--- src/include/clock_sync_config.svh ---
`ifndef CLOCK_SYNC_CONFIG_SVH
`define CLOCK_SYNC_CONFIG_SVH

// local counter period in clocks.
`define CYCLE_PERIOD 16'd200

// nodes served by the master.
`define NODE_COUNT 4
`define NODE_WIDTH 2

// mailbox address bus width.
`define POINTER_WIDTH 8

// low-priority area sits below the high-priority node messages.
`define LOPRI_MSG_LENGTH 8
`define LOPRI_MAILBOXES 2

// bytes per high-priority node message.
`define HIPRI_MSG_LENGTH 16

// timestamps carried in each node message.
`define STAMPS_PER_NODE 4

// first byte of node 0's message.
`define HIPRI_BASE (`LOPRI_MSG_LENGTH * `LOPRI_MAILBOXES)

// entries in the timestamp table.
`define STAMP_COUNT (`NODE_COUNT * `STAMPS_PER_NODE)

`endif

--- src/clock_sync_pkg.sv ---
`include "clock_sync_config.svh"

package clock_sync_pkg;

	// timestamp or counter value.
	typedef logic [15:0] stamp_t;

	// one byte write into the mailbox area.
	typedef struct packed {
		logic [`POINTER_WIDTH-1:0] addr;
		logic [7:0]                data;
		logic                      we;
	} mbox_wr_t;

	typedef struct packed {
		stamp_t tx;
		stamp_t rx;
	} snapshot_t;

	// one bit per node.
	typedef logic [`NODE_COUNT-1:0] node_mask_t;

	typedef struct packed {
		node_mask_t rx_ok;
		node_mask_t sync_ok;
		node_mask_t slave_rdy;
		node_mask_t scope_trigger;
	} node_status_t;

	typedef struct packed {
		stamp_t offset;
		stamp_t delay;
	} node_result_t;

	typedef node_result_t [`NODE_COUNT-1:0] result_array_t;

	// node index in the upper bits, timestamp number in the lower two.
	typedef logic [`NODE_WIDTH+1:0] stamp_addr_t;

endpackage

--- src/clock_sync_top.sv ---
`timescale 1ns/1ps

module clock_sync_top (
	input  logic                          clk_i,
	input  logic                          arst_n_i,
	input  clock_sync_pkg::mbox_wr_t      mbox_wr_i,
	input  logic [1:0]                    snapshot_req_i,
	output clock_sync_pkg::stamp_t        local_count_o,
	output clock_sync_pkg::result_array_t results_o,
	output clock_sync_pkg::node_status_t  status_o,
	output logic                          result_req_o,
	input  logic                          result_ack_i
);

	import clock_sync_pkg::*;

	logic cycle_start;
	logic cycle_take;
	snapshot_t snapshot;
	stamp_addr_t rd_addr;
	stamp_t rd_data;

	local_counter u_local_counter (
		.clk_i          (clk_i),
		.arst_n_i       (arst_n_i),
		.snapshot_req_i (snapshot_req_i),
		.count_o        (local_count_o),
		.cycle_start_o  (cycle_start),
		.snapshot_o     (snapshot)
	);

	timestamp_store u_timestamp_store (
		.clk_i        (clk_i),
		.arst_n_i     (arst_n_i),
		.mbox_wr_i    (mbox_wr_i),
		.cycle_take_i (cycle_take),
		.rd_addr_i    (rd_addr),
		.rd_data_o    (rd_data),
		.status_o     (status_o)
	);

	offset_delay_calc u_offset_delay_calc (
		.clk_i         (clk_i),
		.arst_n_i      (arst_n_i),
		.cycle_start_i (cycle_start),
		.snapshot_i    (snapshot),
		.cycle_take_o  (cycle_take),
		.rd_addr_o     (rd_addr),
		.rd_data_i     (rd_data),
		.results_o     (results_o),
		.result_req_o  (result_req_o),
		.result_ack_i  (result_ack_i)
	);

endmodule

--- src/local_counter.sv ---
`timescale 1ns/1ps
`include "clock_sync_config.svh"

module local_counter (
	input  logic                      clk_i,
	input  logic                      arst_n_i,
	input  logic [1:0]                snapshot_req_i,
	output clock_sync_pkg::stamp_t    count_o,
	output logic                      cycle_start_o,
	output clock_sync_pkg::snapshot_t snapshot_o
);

	import clock_sync_pkg::*;

	stamp_t next_count;

	// last clock of the period.
	assign cycle_start_o = (count_o == `CYCLE_PERIOD - 16'd1);

	assign next_count = cycle_start_o ? '0 : count_o + 16'd1;

	always_ff @(posedge clk_i or negedge arst_n_i) begin
		if (!arst_n_i) begin
			count_o <= '0;
		end else begin
			count_o <= next_count;
		end
	end

	// snapshots hold the count seen at the requesting edge.
	always_ff @(posedge clk_i or negedge arst_n_i) begin
		if (!arst_n_i) begin
			snapshot_o <= '0;
		end else begin
			if (snapshot_req_i[0]) begin
				snapshot_o.tx <= count_o;
			end
			if (snapshot_req_i[1]) begin
				snapshot_o.rx <= count_o;
			end
		end
	end

endmodule

--- src/offset_delay_calc.sv ---
`timescale 1ns/1ps
`include "clock_sync_config.svh"

module offset_delay_calc (
	input  logic                          clk_i,
	input  logic                          arst_n_i,
	input  logic                          cycle_start_i,
	input  clock_sync_pkg::snapshot_t     snapshot_i,
	output logic                          cycle_take_o,
	output clock_sync_pkg::stamp_addr_t   rd_addr_o,
	input  clock_sync_pkg::stamp_t        rd_data_i,
	output clock_sync_pkg::result_array_t results_o,
	output logic                          result_req_o,
	input  logic                          result_ack_i
);

	import clock_sync_pkg::*;

	typedef enum logic [2:0] {
		S_IDLE,
		S_T0,
		S_T1,
		S_A,
		S_B,
		S_STORE,
		S_REQ,
		S_RELEASE
	} state_t;

	state_t state;
	logic [`NODE_WIDTH-1:0] node;
	logic [`NODE_WIDTH-1:0] node_prev;
	snapshot_t snap_r;
	stamp_t delay_acc;
	stamp_t offset_acc;
	stamp_t operand;
	logic first_node;

	// cycles arriving while busy are skipped.
	assign cycle_take_o = (state == S_IDLE) && cycle_start_i;

	assign first_node = (node == '0);
	assign node_prev = node - 1'b1;

	always_comb begin
		case (state)
			S_T0: rd_addr_o = {node, 2'd0};
			S_T1: rd_addr_o = {node, 2'd1};
			S_A: rd_addr_o = {node_prev, 2'd2};
			S_B: rd_addr_o = {node_prev, 2'd3};
			default: rd_addr_o = {node, 2'd0};
		endcase
	end

	// node 0 measures against the local snapshots, later nodes against their neighbour.
	always_comb begin
		if (!first_node) begin
			operand = rd_data_i;
		end else if (state == S_A) begin
			operand = snap_r.tx;
		end else begin
			operand = snap_r.rx;
		end
	end

	always_ff @(posedge clk_i) begin
		if (cycle_take_o) begin
			snap_r <= snapshot_i;
		end
		case (state)
			S_T0: begin
				delay_acc <= rd_data_i;
				offset_acc <= rd_data_i;
			end
			S_T1: begin
				delay_acc <= delay_acc - rd_data_i;
				offset_acc <= offset_acc + rd_data_i;
			end
			S_A: begin
				delay_acc <= delay_acc - operand;
				offset_acc <= offset_acc - operand;
			end
			S_B: begin
				delay_acc <= delay_acc + operand;
				offset_acc <= offset_acc - operand;
			end
			default: begin
			end
		endcase
	end

	always_ff @(posedge clk_i or negedge arst_n_i) begin
		if (!arst_n_i) begin
			state <= S_IDLE;
			node <= '0;
			results_o <= '0;
			result_req_o <= 1'b0;
		end else begin
			case (state)
				S_IDLE: begin
					node <= '0;
					if (cycle_start_i) begin
						state <= S_T0;
					end
				end
				S_T0: state <= S_T1;
				S_T1: state <= S_A;
				S_A: state <= S_B;
				S_B: state <= S_STORE;
				S_STORE: begin
					results_o[node].offset <= offset_acc;
					results_o[node].delay <= delay_acc;
					node <= node + 1'b1;
					if (node == `NODE_WIDTH'(`NODE_COUNT - 1)) begin
						state <= S_REQ;
					end else begin
						state <= S_T0;
					end
				end
				S_REQ: begin
					if (result_ack_i) begin
						result_req_o <= 1'b0;
						state <= S_RELEASE;
					end else begin
						result_req_o <= 1'b1;
					end
				end
				S_RELEASE: begin
					if (!result_ack_i) begin
						state <= S_IDLE;
					end
				end
				default: state <= S_IDLE;
			endcase
		end
	end

endmodule

--- src/timestamp_store.sv ---
`timescale 1ns/1ps
`include "clock_sync_config.svh"

module timestamp_store (
	input  logic                         clk_i,
	input  logic                         arst_n_i,
	input  clock_sync_pkg::mbox_wr_t     mbox_wr_i,
	input  logic                         cycle_take_i,
	input  clock_sync_pkg::stamp_addr_t  rd_addr_i,
	output clock_sync_pkg::stamp_t       rd_data_o,
	output clock_sync_pkg::node_status_t status_o
);

	import clock_sync_pkg::*;

	logic [7:0] stamp_lo [`STAMP_COUNT];
	logic [7:0] stamp_hi [`STAMP_COUNT];
	logic [15:0] flags [`NODE_COUNT];

	node_mask_t rdy1;
	node_mask_t rdy2;
	node_mask_t chain_ok;
	node_mask_t lo_hit;
	node_mask_t hi_hit;
	node_mask_t flag_lo_hit;
	node_mask_t flag_hi_hit;
	stamp_addr_t wr_idx;
	node_status_t status_next;

	function automatic logic [`POINTER_WIDTH-1:0] byte_addr(input int node, input int offs);
		return `POINTER_WIDTH'(`HIPRI_BASE + node * `HIPRI_MSG_LENGTH + offs);
	endfunction

	// address decode of the high-priority node messages.
	always_comb begin
		lo_hit = '0;
		hi_hit = '0;
		flag_lo_hit = '0;
		flag_hi_hit = '0;
		wr_idx = '0;
		for (int n = 0; n < `NODE_COUNT; n++) begin
			if (mbox_wr_i.we && mbox_wr_i.addr == byte_addr(n, 2)) begin
				flag_lo_hit[n] = 1'b1;
			end
			if (mbox_wr_i.we && mbox_wr_i.addr == byte_addr(n, 3)) begin
				flag_hi_hit[n] = 1'b1;
			end
			for (int k = 0; k < `STAMPS_PER_NODE; k++) begin
				if (mbox_wr_i.we && mbox_wr_i.addr == byte_addr(n, 4 + 2 * k)) begin
					lo_hit[n] = 1'b1;
					wr_idx = stamp_addr_t'(n * `STAMPS_PER_NODE + k);
				end
				if (mbox_wr_i.we && mbox_wr_i.addr == byte_addr(n, 5 + 2 * k)) begin
					hi_hit[n] = 1'b1;
					wr_idx = stamp_addr_t'(n * `STAMPS_PER_NODE + k);
				end
			end
		end
	end

	// a node only counts once the node before it has a complete message.
	assign chain_ok = {rdy1[`NODE_COUNT-2:0] & rdy2[`NODE_COUNT-2:0], 1'b1};

	always_comb begin
		status_next = '0;
		for (int n = 0; n < `NODE_COUNT; n++) begin
			status_next.rx_ok[n] = rdy1[n] & rdy2[n];
			status_next.sync_ok[n] = status_next.rx_ok[n] & flags[n][0];
			status_next.slave_rdy[n] = status_next.sync_ok[n] & flags[n][1];
			status_next.scope_trigger[n] = status_next.rx_ok[n] & flags[n][2];
		end
	end

	always_ff @(posedge clk_i or negedge arst_n_i) begin
		if (!arst_n_i) begin
			rdy1 <= '0;
			rdy2 <= '0;
			status_o <= '0;
			for (int n = 0; n < `NODE_COUNT; n++) begin
				flags[n] <= '0;
			end
		end else if (cycle_take_i) begin
			status_o <= status_next;
			rdy1 <= '0;
			rdy2 <= '0;
			for (int n = 0; n < `NODE_COUNT; n++) begin
				flags[n] <= '0;
			end
		end else begin
			rdy1 <= rdy1 | (lo_hit & chain_ok);
			// high byte only counts after a low byte of the same node.
			rdy2 <= rdy2 | (hi_hit & chain_ok & rdy1);
			for (int n = 0; n < `NODE_COUNT; n++) begin
				if (flag_lo_hit[n]) begin
					flags[n][7:0] <= mbox_wr_i.data;
				end
				if (flag_hi_hit[n]) begin
					flags[n][15:8] <= mbox_wr_i.data;
				end
			end
		end
	end

	always_ff @(posedge clk_i or negedge arst_n_i) begin
		if (!arst_n_i) begin
			for (int i = 0; i < `STAMP_COUNT; i++) begin
				stamp_lo[i] <= '0;
				stamp_hi[i] <= '0;
			end
		end else begin
			if (|lo_hit) begin
				stamp_lo[wr_idx] <= mbox_wr_i.data;
			end
			if (|hi_hit) begin
				stamp_hi[wr_idx] <= mbox_wr_i.data;
			end
		end
	end

	assign rd_data_o = {stamp_hi[rd_addr_i], stamp_lo[rd_addr_i]};

endmodule

--- config.mk ---
export PLATFORM = sky130hd
export DESIGN_NAME = clock_sync_top
export DESIGN_NICKNAME = d
export VERILOG_FILES = /design/src/clock_sync_pkg.sv /design/src/clock_sync_top.sv /design/src/local_counter.sv /design/src/offset_delay_calc.sv /design/src/timestamp_store.sv
export VERILOG_INCLUDE_DIRS = /design/src /design/src/include
export SDC_FILE = /design/constraint.sdc
export NUM_CORES = 1
export LEC_CHECK = 0
export ABC_AREA = 1
export BUFFER_PORTS_ARGS = -buffer_cell sky130_fd_sc_hd__buf_2
export CORE_AREA = 2 2 227 229
export DETAILED_ROUTE_END_ITERATION = 6
export DIE_AREA = 0 0 229 231
export GPL_TIMING_DRIVEN = 0
export MAX_ROUTING_LAYER = met4
export PLACE_DENSITY_LB_ADDON = 0.25
export SLEW_MARGIN = 30
export SYNTH_ARGS = -nofsm -noshare
export SYNTH_HDL_FRONTEND = slang
export SYNTH_SLANG_ARGS = --single-unit
--- constraint.sdc ---
create_clock -name clk_i -period 12 [get_ports clk_i]
set_clock_uncertainty 0.1 [all_clocks]
set_input_delay 0.6 -clock clk_i [delete_from_list [all_inputs] [get_ports clk_i]]
set_output_delay 0.6 -clock clk_i [all_outputs]
set_load 0.01 [all_outputs]
Yosys cells after proc, flatten, opt, wreduce, memory -nomap -nowiden
Index checks and enable logic that the tools add are counted.
Widths: inputs -> output; s select.

word-level totals
  output and inout port bits = 161
  input bits = 22
  bits in registers = 538

cells by class
  $add $sub $neg = 8
  magnitude comparators = 5
  eq/ne operators = 51
  reductions and logical operators = 55
  bitwise logic cells = 24
  muxes and demuxes = 108

operator list
  cell                   count
  $bwmux 128             4
  $eq 8x6->1 const B     20
  $demux 32 s2           2
  $mux 8                 11
  $eq 8x7->1 const B     10
  $eq 8x5->1 const B     9
  $mux 4                 18
  $bmux 8 s4             2
  $mux 16                4
  $pmux 16 s4            1
  $mux 51                1
  $pmux 16 s3            1
  $sub 16x16->16         3
  $logic_and 1x1->1      42
  $mux 1                 42
  $mux 3                 13
  $add 16x16->16         2
  $demux 8 s4            1
  $mux 32                1
  $pmux 3 s8             1
  $add 16x1->16 const B  1
  $and 1x1->1            16
  $eq 16x8->1 const B    1
  $and 4x4->4            3
  other kinds (25)       42

Depth between registers and ports, before layout
Gate-level depths: netlist of run 1.

  word-level depth = 38
  gate-level depth with buffers = 40

By module
A second synthesis of run 1 with hierarchy kept.

unflattened totals
  cell total of the unflattened synthesis = 3213
  area, all modules = 26610.5 µm²

modules (own cells, without submodules)
  module             area each (µm²)  times used  cells an instance
  timestamp_store    14547.7          1           1848
  offset_delay_calc  9992.1           1           1149
  local_counter      2070.7           1           216

Worst setup path before layout of run 1
No wires, ideal clock.

  kind = register -> register
  start = register u_offset_delay_calc.node[0]
  end = register u_offset_delay_calc.delay_acc[15], data pin
  path slack = 7.527 ns
  library setup time = 0.253 ns
  data required time = 11.647 ns
  arrival = 4.119 ns
  cell stages (with the launch flop) = 33
  cells stage by stage = dfrtp_1 inv_1 ha_1 inv_1 nand2_2 nand2_1 inv_2 buf_2 nand3_1 nand2_2 a21oi_2 ha_1 inv_1 nor3_4 nor3_1 nor2_1 a21boi_0 ha_1 a21o_1 nor2_1 o21ai_0 a21boi_0 o21ai_0 nand2_1 inv_1 nand3_1 nand2_1 nand2_1 nand2_1 inv_1 nand3_1 nand3_1 nand2_1

on the way
  cells in the longest elaborated chain, start to end = 9

ends and longest elaborated chain
  what                                              RTL line                                          RTL
  start: declaration                                offset_delay_calc.sv:31                           logic [`NODE_WIDTH-1:0] node;
  start signal: assignment                          offset_delay_calc.sv:113                          node <= node + 1'b1;
  $sub 2x1->2                                       offset_delay_calc.sv:43                           assign node_prev = node - 1'b1;
  $pmux 4 s3                                        offset_delay_calc.sv:46                           case (state)
  $not 4->5 (implied by the code)                   timestamp_store.sv:120                            assign rd_data_o = {stamp_hi[rd_addr_i], stamp_lo[rd_addr_i]};
  $bmux 8 s4                                        timestamp_store.sv:120
  $mux 8 (implied by the code) (2 in series)        timestamp_store.sv:120
  $mux 16                                           offset_delay_calc.sv:57                           if (!first_node) begin
  $add 16x16->16 or $sub 16x16->16 (tied branches)  offset_delay_calc.sv:84, offset_delay_calc.sv:80
  $pmux 16 s4 (*)                                   offset_delay_calc.sv:70                           case (state)
  end signal: assignment                            offset_delay_calc.sv:72                           delay_acc <= rd_data_i;
  end signal: assignment                            offset_delay_calc.sv:76                           delay_acc <= delay_acc - rd_data_i;
  end signal: assignment                            offset_delay_calc.sv:84                           delay_acc <= delay_acc + operand;
  end: declaration                                  offset_delay_calc.sv:34                           stamp_t delay_acc;

Every way passes the cells marked *; elsewhere a longest branch is shown, timed or not. The select of a mux whose other input is x is not followed.
A chain may end at the register's enable or synchronous reset.

Worst setup path in the final report of run 1
  start = register u_offset_delay_calc.state[1]
  end = register u_offset_delay_calc.delay_acc[15], data pin

on the way
  cells in the longest elaborated chain, start to end = 9

ends and longest elaborated chain
  what                                              RTL line                                          RTL
  start: declaration                                offset_delay_calc.sv:30                           state_t state;
  start signal: assignment                          offset_delay_calc.sv:94                           state <= S_IDLE;
  start signal: assignment                          offset_delay_calc.sv:103                          state <= S_T0;
  start signal: assignment                          offset_delay_calc.sv:106                          S_T0: state <= S_T1;
  $eq 3x3->1 (tied with other cells)                offset_delay_calc.sv:46, offset_delay_calc.sv:70
  $pmux 4 s3                                        offset_delay_calc.sv:46
  $not 4->5 (implied by the code)                   timestamp_store.sv:120
  $bmux 8 s4                                        timestamp_store.sv:120
  $mux 8 (implied by the code) (2 in series)        timestamp_store.sv:120
  $mux 16                                           offset_delay_calc.sv:57
  $add 16x16->16 or $sub 16x16->16 (tied branches)  offset_delay_calc.sv:84, offset_delay_calc.sv:80
  $pmux 16 s4 (*)                                   offset_delay_calc.sv:70

Marked as above.

==> results of run 1 <==
## cell families after synthesis
family / after synthesis / synth area share
AOI/OAI and AO/OA: 690 / 0.143
xor gates and xnor gates: 18 / 0.00618
adders and majority gates: 39 / 0.0197
buffers and inverters: 427 / 0.0671
DFF: 538 / 0.540
muxes: 8 / 0.00353
and+or+nand+nor: 1298 / 0.220
## cell type report
class                      count  area, um^2
multi-input combinational   2053       10100
timing repair buffer         188        1090
sequential                   538       13800
clock inverter                27         287
clock buffer                  75        1600
inverter                     266         998
fill                        4609       21300
tap                          680         851
buffer                       161         713
## worst paths after layout
| check | from | end | cells after the start |
|---|---|---|---|
| worst max register to register | u_offset_delay_calc.state[1] | u_offset_delay_calc.delay_acc[15] | 34 |
| max in group asynchronous | arst_n_i | u_local_counter.count_o[7] | 4 |
| worst max-delay path | u_offset_delay_calc.state[1] | u_offset_delay_calc.delay_acc[15] | 34 |
| min in group asynchronous | arst_n_i | u_timestamp_store.stamp_hi[17] | 2 |
| worst min-delay path | result_ack_i | u_offset_delay_calc.result_req_o | 2 |
| worst min register to register | u_local_counter.snapshot_o[2] | u_offset_delay_calc.snap_r[2] | 0 |
## synth_stat cells, types with 3 or more instances
cell	n	area share
a31oi_1	7	0.0017
buf_2	24	0.0047
buf_6	6	0.0026
nand3_1	155	0.030
xor2_1	14	0.0048
inv_2	5	0.00074
or2_0	5	0.0012
o31ai_1	8	0.0024
nand3b_1	55	0.016
nor3_1	32	0.0063
or2_2	35	0.0086
dfrtp_1	474	0.47
nand2_1	796	0.12
xnor2_1	4	0.0014
o21ai_1	6	0.0012
o21a_1	5	0.0015
nand2_4	4	0.0018
ha_1	37	0.018
inv_1	261	0.038
nor2_1	173	0.025
o22ai_1	3	0.00074
o21bai_1	5	0.0015
nor2_2	6	0.0015
mux2_2	8	0.0035
o221ai_1	4	0.0014
a21oi_1	92	0.018
edfxtp_1	64	0.075
nand4_1	10	0.0025
buf_4	9	0.0026
a21boi_0	4	0.0012
nand2_2	10	0.0025
buf_1	5	0.00074
o21ai_0	517	0.10
clkbuf_1	117	0.017
o211ai_1	23	0.0068
nor4_1	5	0.0012
## per-stage QoR
step | total power, mW | instances | hold WS [ns] | setup WS [ns]
3_5_place_dp | 7.29 | 3885 | 0.331 | 5.88
2_1_floorplan | 5.67 | 3018 | 0.204 | 7.53
5_1_grt | 9.82 | 3988 | 0.180 | 5.34
4_1_cts | 9.09 | 3988 | 0.155 | 5.90
3_3_place_gp | 7.16 | 3878 | 0.327 | 0.985
6_report | 9.22 | 3988 | 0.200 | 5.72
## worst max-delay path: cells and delay by family, from the launching register on
family,cells,cell delay (ns)
simple gates,21,2.76
flops,1,0.32
buf+inv,6,1.17
compound gates,5,1.23
fa+ha+maj,2,0.45
## flip-flops by register name, summed over array words and instances, names as in the netlist
name / flops
u_offset_delay_calc.results_o: 128
u_timestamp_store.stamp_hi: 128
u_timestamp_store.stamp_lo: 128
u_local_counter.snapshot_o: 32
u_offset_delay_calc.snap_r: 32
u_local_counter.count_o: 16
u_offset_delay_calc.delay_acc: 16
u_offset_delay_calc.offset_acc: 16
u_timestamp_store.status_o: 16
u_timestamp_store.flags: 12
u_timestamp_store.rdy1: 4
u_timestamp_store.rdy2: 4
u_offset_delay_calc.state: 3
u_offset_delay_calc.node: 2
u_offset_delay_calc.result_req_o: 1
## power by group through the flow
stage                     sequential (mW)  combinational, mW  clock (mW)
after floorplan                      2.46               3.20           0
after global placement               2.44               4.72           0
after detailed placement             2.45               4.84           0
after CTS                            2.42               4.87        1.80
after global routing                 2.45               5.50        1.87
final                                2.42               5.01        1.78
## metal layers
| layer | up-vias | global-route usage |
|---|---|---|
| li1 | 10412 | - |
| met1 | 11177 | 0.444 |
| met2 | 1187 | 0.477 |
| met3 | 203 | 0.0592 |
| met4 | 0 | 0.128 |
| met5 | - | - |
## repair_timing
item / CTS / global route
hold buffers: 1 / 0
setup endpoints to repair: 0 / 0
endpoints found under the hold margin: 72 / 0
==> metrics.md, run 1 <==
| Metric | Value |
|---|---|
| Post-CTS setup buffer count | `0` |
| Most common cell on crit path | `nand2_1` |
| Tcrit/Tclk final | `0.523` |
| Clock-pin slew on the worst setup and hold paths | `0.06 ns` |
| Fraction of layout cells with a size suffix above 1 | `0.123` |
| Initial core utilization | `0.503` |
| WP data arrival | `about 6.6 ns` |
| CP required | `~12 ns` |
| Placed instance area | `around 27,000 um^2` |
| Worst Max-Slew Pin Slew | `around 1.1 ns` |
| #FFs+latches synth | `approximately 540` |
| GP Congestion | `between 1 and 1.5` |
| Sw Share | `0.477` |
| Final Core Density | `0.580` |
| R2R setup slack | `between 5 and 6 ns` |
| Avg WL per Cell | `approximately 21 um` |
| Post-Syn Area per Cell | `between 8 and 9 um^2` |
| Max incr delay on CP | `between 0.6 and 0.7 ns` |
| Fin area | `just under 30,000 um^2` |
| CP max FO | `10` |
| Syn Nets | `3,079` |
| Chip width | `229 um` |
| Residual DRC count | `0` |
| Nets@finish | `between 3,000 and 4,000` |
| Total iterations of the first detailed-routing run | `6` |
| Synth unique cells | `57` |
| Unrepaired setup endpoints after global routing | `false` |
| CTS max path bufs | `3` |
| Initial antenna violation count | `0` |
| Psw | `between 4 and 5 mW` |
| Clk network pwr share | `0.194` |
| Leakage power | `14.0 nW` |
| Int Power | `4.82 mW` |
| First-iteration detailed-routing DRC count | `approximately 2,700` |
| Critical path capture point type | `register` |
| H-tree levels | `2` |
| Max-cap violation count | `0` |
| Crit-path slowest cell | `clkbuf_1` |
| GRT overflow | `0` |
| Vias | `roughly 23,000` |
| Sequential share of the synthesized area | `0.540` |
| Vias per cell | `5.76` |
| Syn Std Cell Area | `25,500 um^2` |
| Root Driver | `clkbuf_16` |
| Number of global-route vias before repair | `around 22,000` |
| DIE AREA | `between 50,000 and 60,000 um^2` |
| Clk sinks | `538` |
| PortBufs | `between 150 and 200` |
| Clock buffer count from CTS | `55` |
| Metal3 WL | `just under 8000 um` |
| Syn Inst Count | `between 3,000 and 4,000` |
| I/O pins | `~180` |
| Core area | `just over 50,000 um^2` |
| Fin. Hold Viols | `0` |
| Total GRT Usage | `0.323` |
| Final setup fails | `0` |
| Met2 routed WL | `between 30,000 and 40,000 um` |
| Min-delay worst type | `input pin to register` |
| Setup crit start kind | `register` |
| DRT Wirelength | `83,100 um` |
| Post-Route M1 WL | `around 35,000 um` |
| Slew HR | `0.244` |
| Largest net degree at the start of global routing | `90` |
| Synth Warn # | `0` |
| Die Ht | `approximately 230 um` |
| Sequential share of power | `0.263` |
| Clock Latency Late Sink | `0.64 ns` |
| CP Class | `register to register` |
| Logic pwr share | `0.543` |
| Power Density | `about 310 nW/um^2` |
| Max-slew violation count | `0` |
| CTS tree | `built` |
| Cell Rows | `83` |
| Setup TNS | `0 ns` |
| Status | `complete, no violations` |
| Post-synth EDFFs | `64` |
| Commonest non-fill, non-tap cells in the layout | `nand2_1, o21ai_0, dfrtp_1, inv_1, buf_2` |
| Async SR Flop Fraction | `0.881` |
| Max Freq | `between 150 and 200 MHz` |
| Highest Signal Layer | `met4` |
| Min cycle time layout | `6.28 ns` |
| Antenna cells | `0` |
| First-pass GRT wire length | `~130,000 um` |
| Ys flop type | `dfrtp_1` |
| Commonest non-fill, non-tap cell in the layout | `nand2_1` |
| VDD IR max | `around 200 uV` |
| Post-route ant nets | `0` |
| Post-CTS sizing | `0` |
| Layout area overhead | `15.2%` |
| Hpwl dp | `approximately 60,000 um` |
Note: power is estimated with default switching activity, not from simulation.
==> run 2: changes to the inputs <==
clock period = 5.2 ns   (was 12 ns; I/O delays follow)
==> run 2 against run 1 <==
Effect of this change:
- routed wire length up 0.83%
- setup slack worse by 5.5 ns
- via count up 0.71%
- first-iteration DRC count up 0.64%
- power up 140%
- maximum frequency up 25%
- critical endpoint is now u_offset_delay_calc.delay_acc[14]
- cell area up 2.4%
- sequential power up 130%
- largest power group unchanged
- largest cell class unchanged
- non-clock buffer count up 27
- sequential share of layout area down 1.1 points
==> metrics.md, run 2 (synthesis gave the netlist of run 1 again) <==
| Metric | Value |
|---|---|
| Psw | `10.7 mW (+140%)` |
| Final setup fails | `0 (unchanged)` |
| Chip width | `229 um (unchanged)` |
| CTS tree | `built` |
| CTS max path bufs | `3 (unchanged)` |
| Critical path capture point type | `register` |
| Fillers | `4,524 (-1.8%)` |
| Root Driver | `clkbuf_16` |
| Vias per cell | `5.76 (about the same)` |
| Commonest non-fill, non-tap cells in the layout | `nand2_1, o21ai_0, dfrtp_1, inv_1, buf_2` |
| Die Ht | `231 um (unchanged)` |
| Nets@finish | `3,351 (+0.81%)` |
| Commonest non-fill, non-tap cell in the layout | `nand2_1` |
| Total iterations of the first detailed-routing run | `6 (unchanged)` |
| Clock Latency Late Sink | `0.65 ns (about the same)` |
| DIE AREA | `52,900 um^2 (unchanged)` |
| Worst r2r path cells | `27 (-21%)` |
| Hpwl dp | `60,100 um (unchanged)` |
| Footprint of the multi-input gates | `10,400 um^2 (+3.5%)` |
| Sequential share of power | `0.249 (-0.014)` |
| Min-delay src | `mbox_wr_i[5]` |
| Reg2reg start | `u_offset_delay_calc.state[2]` |
| Worst Max-Slew Pin Slew | `0.947 ns (-0.178 ns)` |
| Logic pwr share | `0.567 (+0.024)` |
| Initial antenna violation count | `0 (unchanged)` |
| Int Power | `11.8 mW (+140%)` |
| CP required | `5.47 ns (-6.82 ns)` |
| Placed insts | `3,885 (unchanged)` |
| Total GRT Usage | `0.323 (unchanged)` |
| Avg WL per Cell | `20.8 um (about the same)` |
| Hold path endpoint | `u_timestamp_store.stamp_lo[52]` |
| GRT met2 Usage | `0.477 (about the same)` |
| Hold Path Depth | `3 (+1)` |
| GP Congestion | `1.00 (unchanged)` |
| Clk network pwr share | `0.184 (-0.010)` |
| Min cycle time layout | `5.02 ns (-1.27 ns)` |
| Max Freq | `199 MHz (+25%)` |
| Crit-path slowest cell | `dfrtp_2` |
| Core area | `50,700 um^2 (unchanged)` |
| Vias | `23,143 (+0.71%)` |
| Worst reg2reg path endpoint | `u_offset_delay_calc.delay_acc[14]` |
| First-iteration detailed-routing DRC count | `2,694 (+0.64%)` |
| H-tree levels | `2 (unchanged)` |
| Clock buffer count from CTS | `55 (unchanged)` |
| Placed instance area | `27,500 um^2 (unchanged)` |
| Post-route ant nets | `0 (unchanged)` |
| Power Density | `747 nW/um^2 (+140%)` |
| DRT Wirelength | `83,800 um (+0.83%)` |
| Sw Share | `0.476 (about the same)` |
| Unrepaired setup endpoints after global routing | `true` |
| Tcrit/Tclk final | `0.964 (+0.441)` |
| Largest net degree at the start of global routing | `90 (unchanged)` |
| WP data arrival | `5.29 ns (-1.28 ns)` |
| PortBufs | `180 (unchanged)` |
| Status | `complete, no violations` |
| Fraction of layout cells with a size suffix above 1 | `0.149 (+0.0254)` |
| Max-slew violation count | `0 (unchanged)` |
| Layout area overhead | `17.9%` |
| Most Used Layer, Global Route | `met2` |
| First-pass GRT wire length | `128,000 um (about the same)` |
| GRT overflow | `0 (unchanged)` |
| Grt met1 use | `0.441 (-0.00271)` |
| Most common cell on crit path | `nand2_1` |
| Residual DRC count | `0 (unchanged)` |
| Max-cap violation count | `0 (unchanged)` |
| Leakage power | `14.2 nW (+1.6%)` |
| Fin area | `30,100 um^2 (+2.4%)` |
| Fin. Hold Viols | `0 (unchanged)` |
| I/O pins | `183 (unchanged)` |
| Clk sinks | `538 (unchanged)` |
| Slew HR | `0.363 (+0.119)` |
| CP max FO | `10 (unchanged)` |
| Top Registers | `u_offset_delay_calc.results_o x128, u_timestamp_store.stamp_hi x128, u_timestamp_store.stamp_lo x128` |
| VDD IR max | `517 uV (+160%)` |
| Min-delay worst type | `input pin to register` |
| Clock-pin slew on the worst setup and hold paths | `0.06 ns (about the same)` |
| R2R setup slack | `0.18 ns (-5.53 ns)` |
| Setup crit start kind | `register` |
| Initial core utilization | `0.503 (unchanged)` |
| Final non-filler cell total | `4,018 (+0.75%)` |
| Max incr delay on CP | `0.50 ns (-0.14 ns)` |
| Cell Rows | `83 (unchanged)` |
| FF+latch area | `13,800 um^2 (about the same)` |
| CP Class | `register to register` |
| Met3 usage | `0.0616 (+0.00247)` |
| Number of global-route vias before repair | `22,097 (+0.34%)` |
run 2: power by group through the flow:
stage / logic, mW / registers [mW] / clock network, mW
2_1_floorplan: 7.39 / 5.69 / 0
3_3_place_gp: 10.9 / 5.63 / 0
3_5_place_dp: 11.2 / 5.66 / 0
4_1_cts: 11.4 / 5.59 / 4.15
5_1_grt: 13.9 / 5.66 / 4.32
6_report: 12.8 / 5.61 / 4.13
run 2: final cells by class:
class,count,area share
antenna,3,0.000250
buffer,159,0.0261
clock buffer,75,0.0533
clock inverter,27,0.00952
inverter,266,0.0339
multi-input combinational,2053,0.346
sequential,538,0.458
tap,680,0.0283
timing repair buffer,217,0.0448
run 2: worst max path at each step:
| stage | start | to | slack (ns) | cells after the start |
|---|---|---|---|---|
| floorplan | u_offset_delay_calc.node[0] | u_offset_delay_calc.delay_acc[15] | 0.73 | 32 |
| global placement | arst_n_i | u_local_counter.count_o[12] | -5.47 | 1 |
| detailed placement | u_offset_delay_calc.state[1] | u_offset_delay_calc.delay_acc[15] | -0.92 | 34 |
| CTS | u_offset_delay_calc.state[1] | u_offset_delay_calc.offset_acc[15] | 0.0007 | 27 |
| global route | u_offset_delay_calc.state[1] | u_offset_delay_calc.delay_acc[15] | -0.06 | 34 |
| finish | u_offset_delay_calc.state[2] | u_offset_delay_calc.delay_acc[14] | 0.18 | 27 |
run 2: worst max-delay path: cells and delay by family, from the launching register on:
kind	cells	cell delay (ns)
compound gates	9	1.37
xor+xnor	1	0.12
fa+ha+maj	2	0.59
buf+inv	5	0.94
flops	1	0.50
simple gates	10	1.12
run 2: metal layers:
layer  wire [um]  up-vias  share of wire
li1            -    10480              -
met2       37200     1163           0.44
met1       35000    11280           0.42
met4        3420        0          0.041
met5           0        -              0
met3        8170      220          0.098
run 2: what timing repair did:
| item | 4_1_cts | 5_1_grt |
|---|---|---|
| hold buffers | 11 | 0 |
| hold endpoints to repair | 214 | 0 |
| pin swaps | 4 | 17 |
| buffers inserted | 5 | 14 |
| gates resized for setup | 36 | 105 |
| endpoints found under the setup margin | 13 | 13 |
run 2: through the flow:
stage               power (mW)   util  worst slack [ns]  hold slack [ns]  TNS (ns)
finish                    22.5  0.594             0.185           0.0281         0
global route              23.8  0.593           -0.0629           0.0491    -0.178
CTS                       21.1  0.584          0.000694          0.00119         0
detailed placement        16.8  0.542            -0.915            0.158     -6.19
global placement          16.5  0.538             -5.47            0.327  -2580.65
floorplan                 13.1      -             0.727           -0.136         0
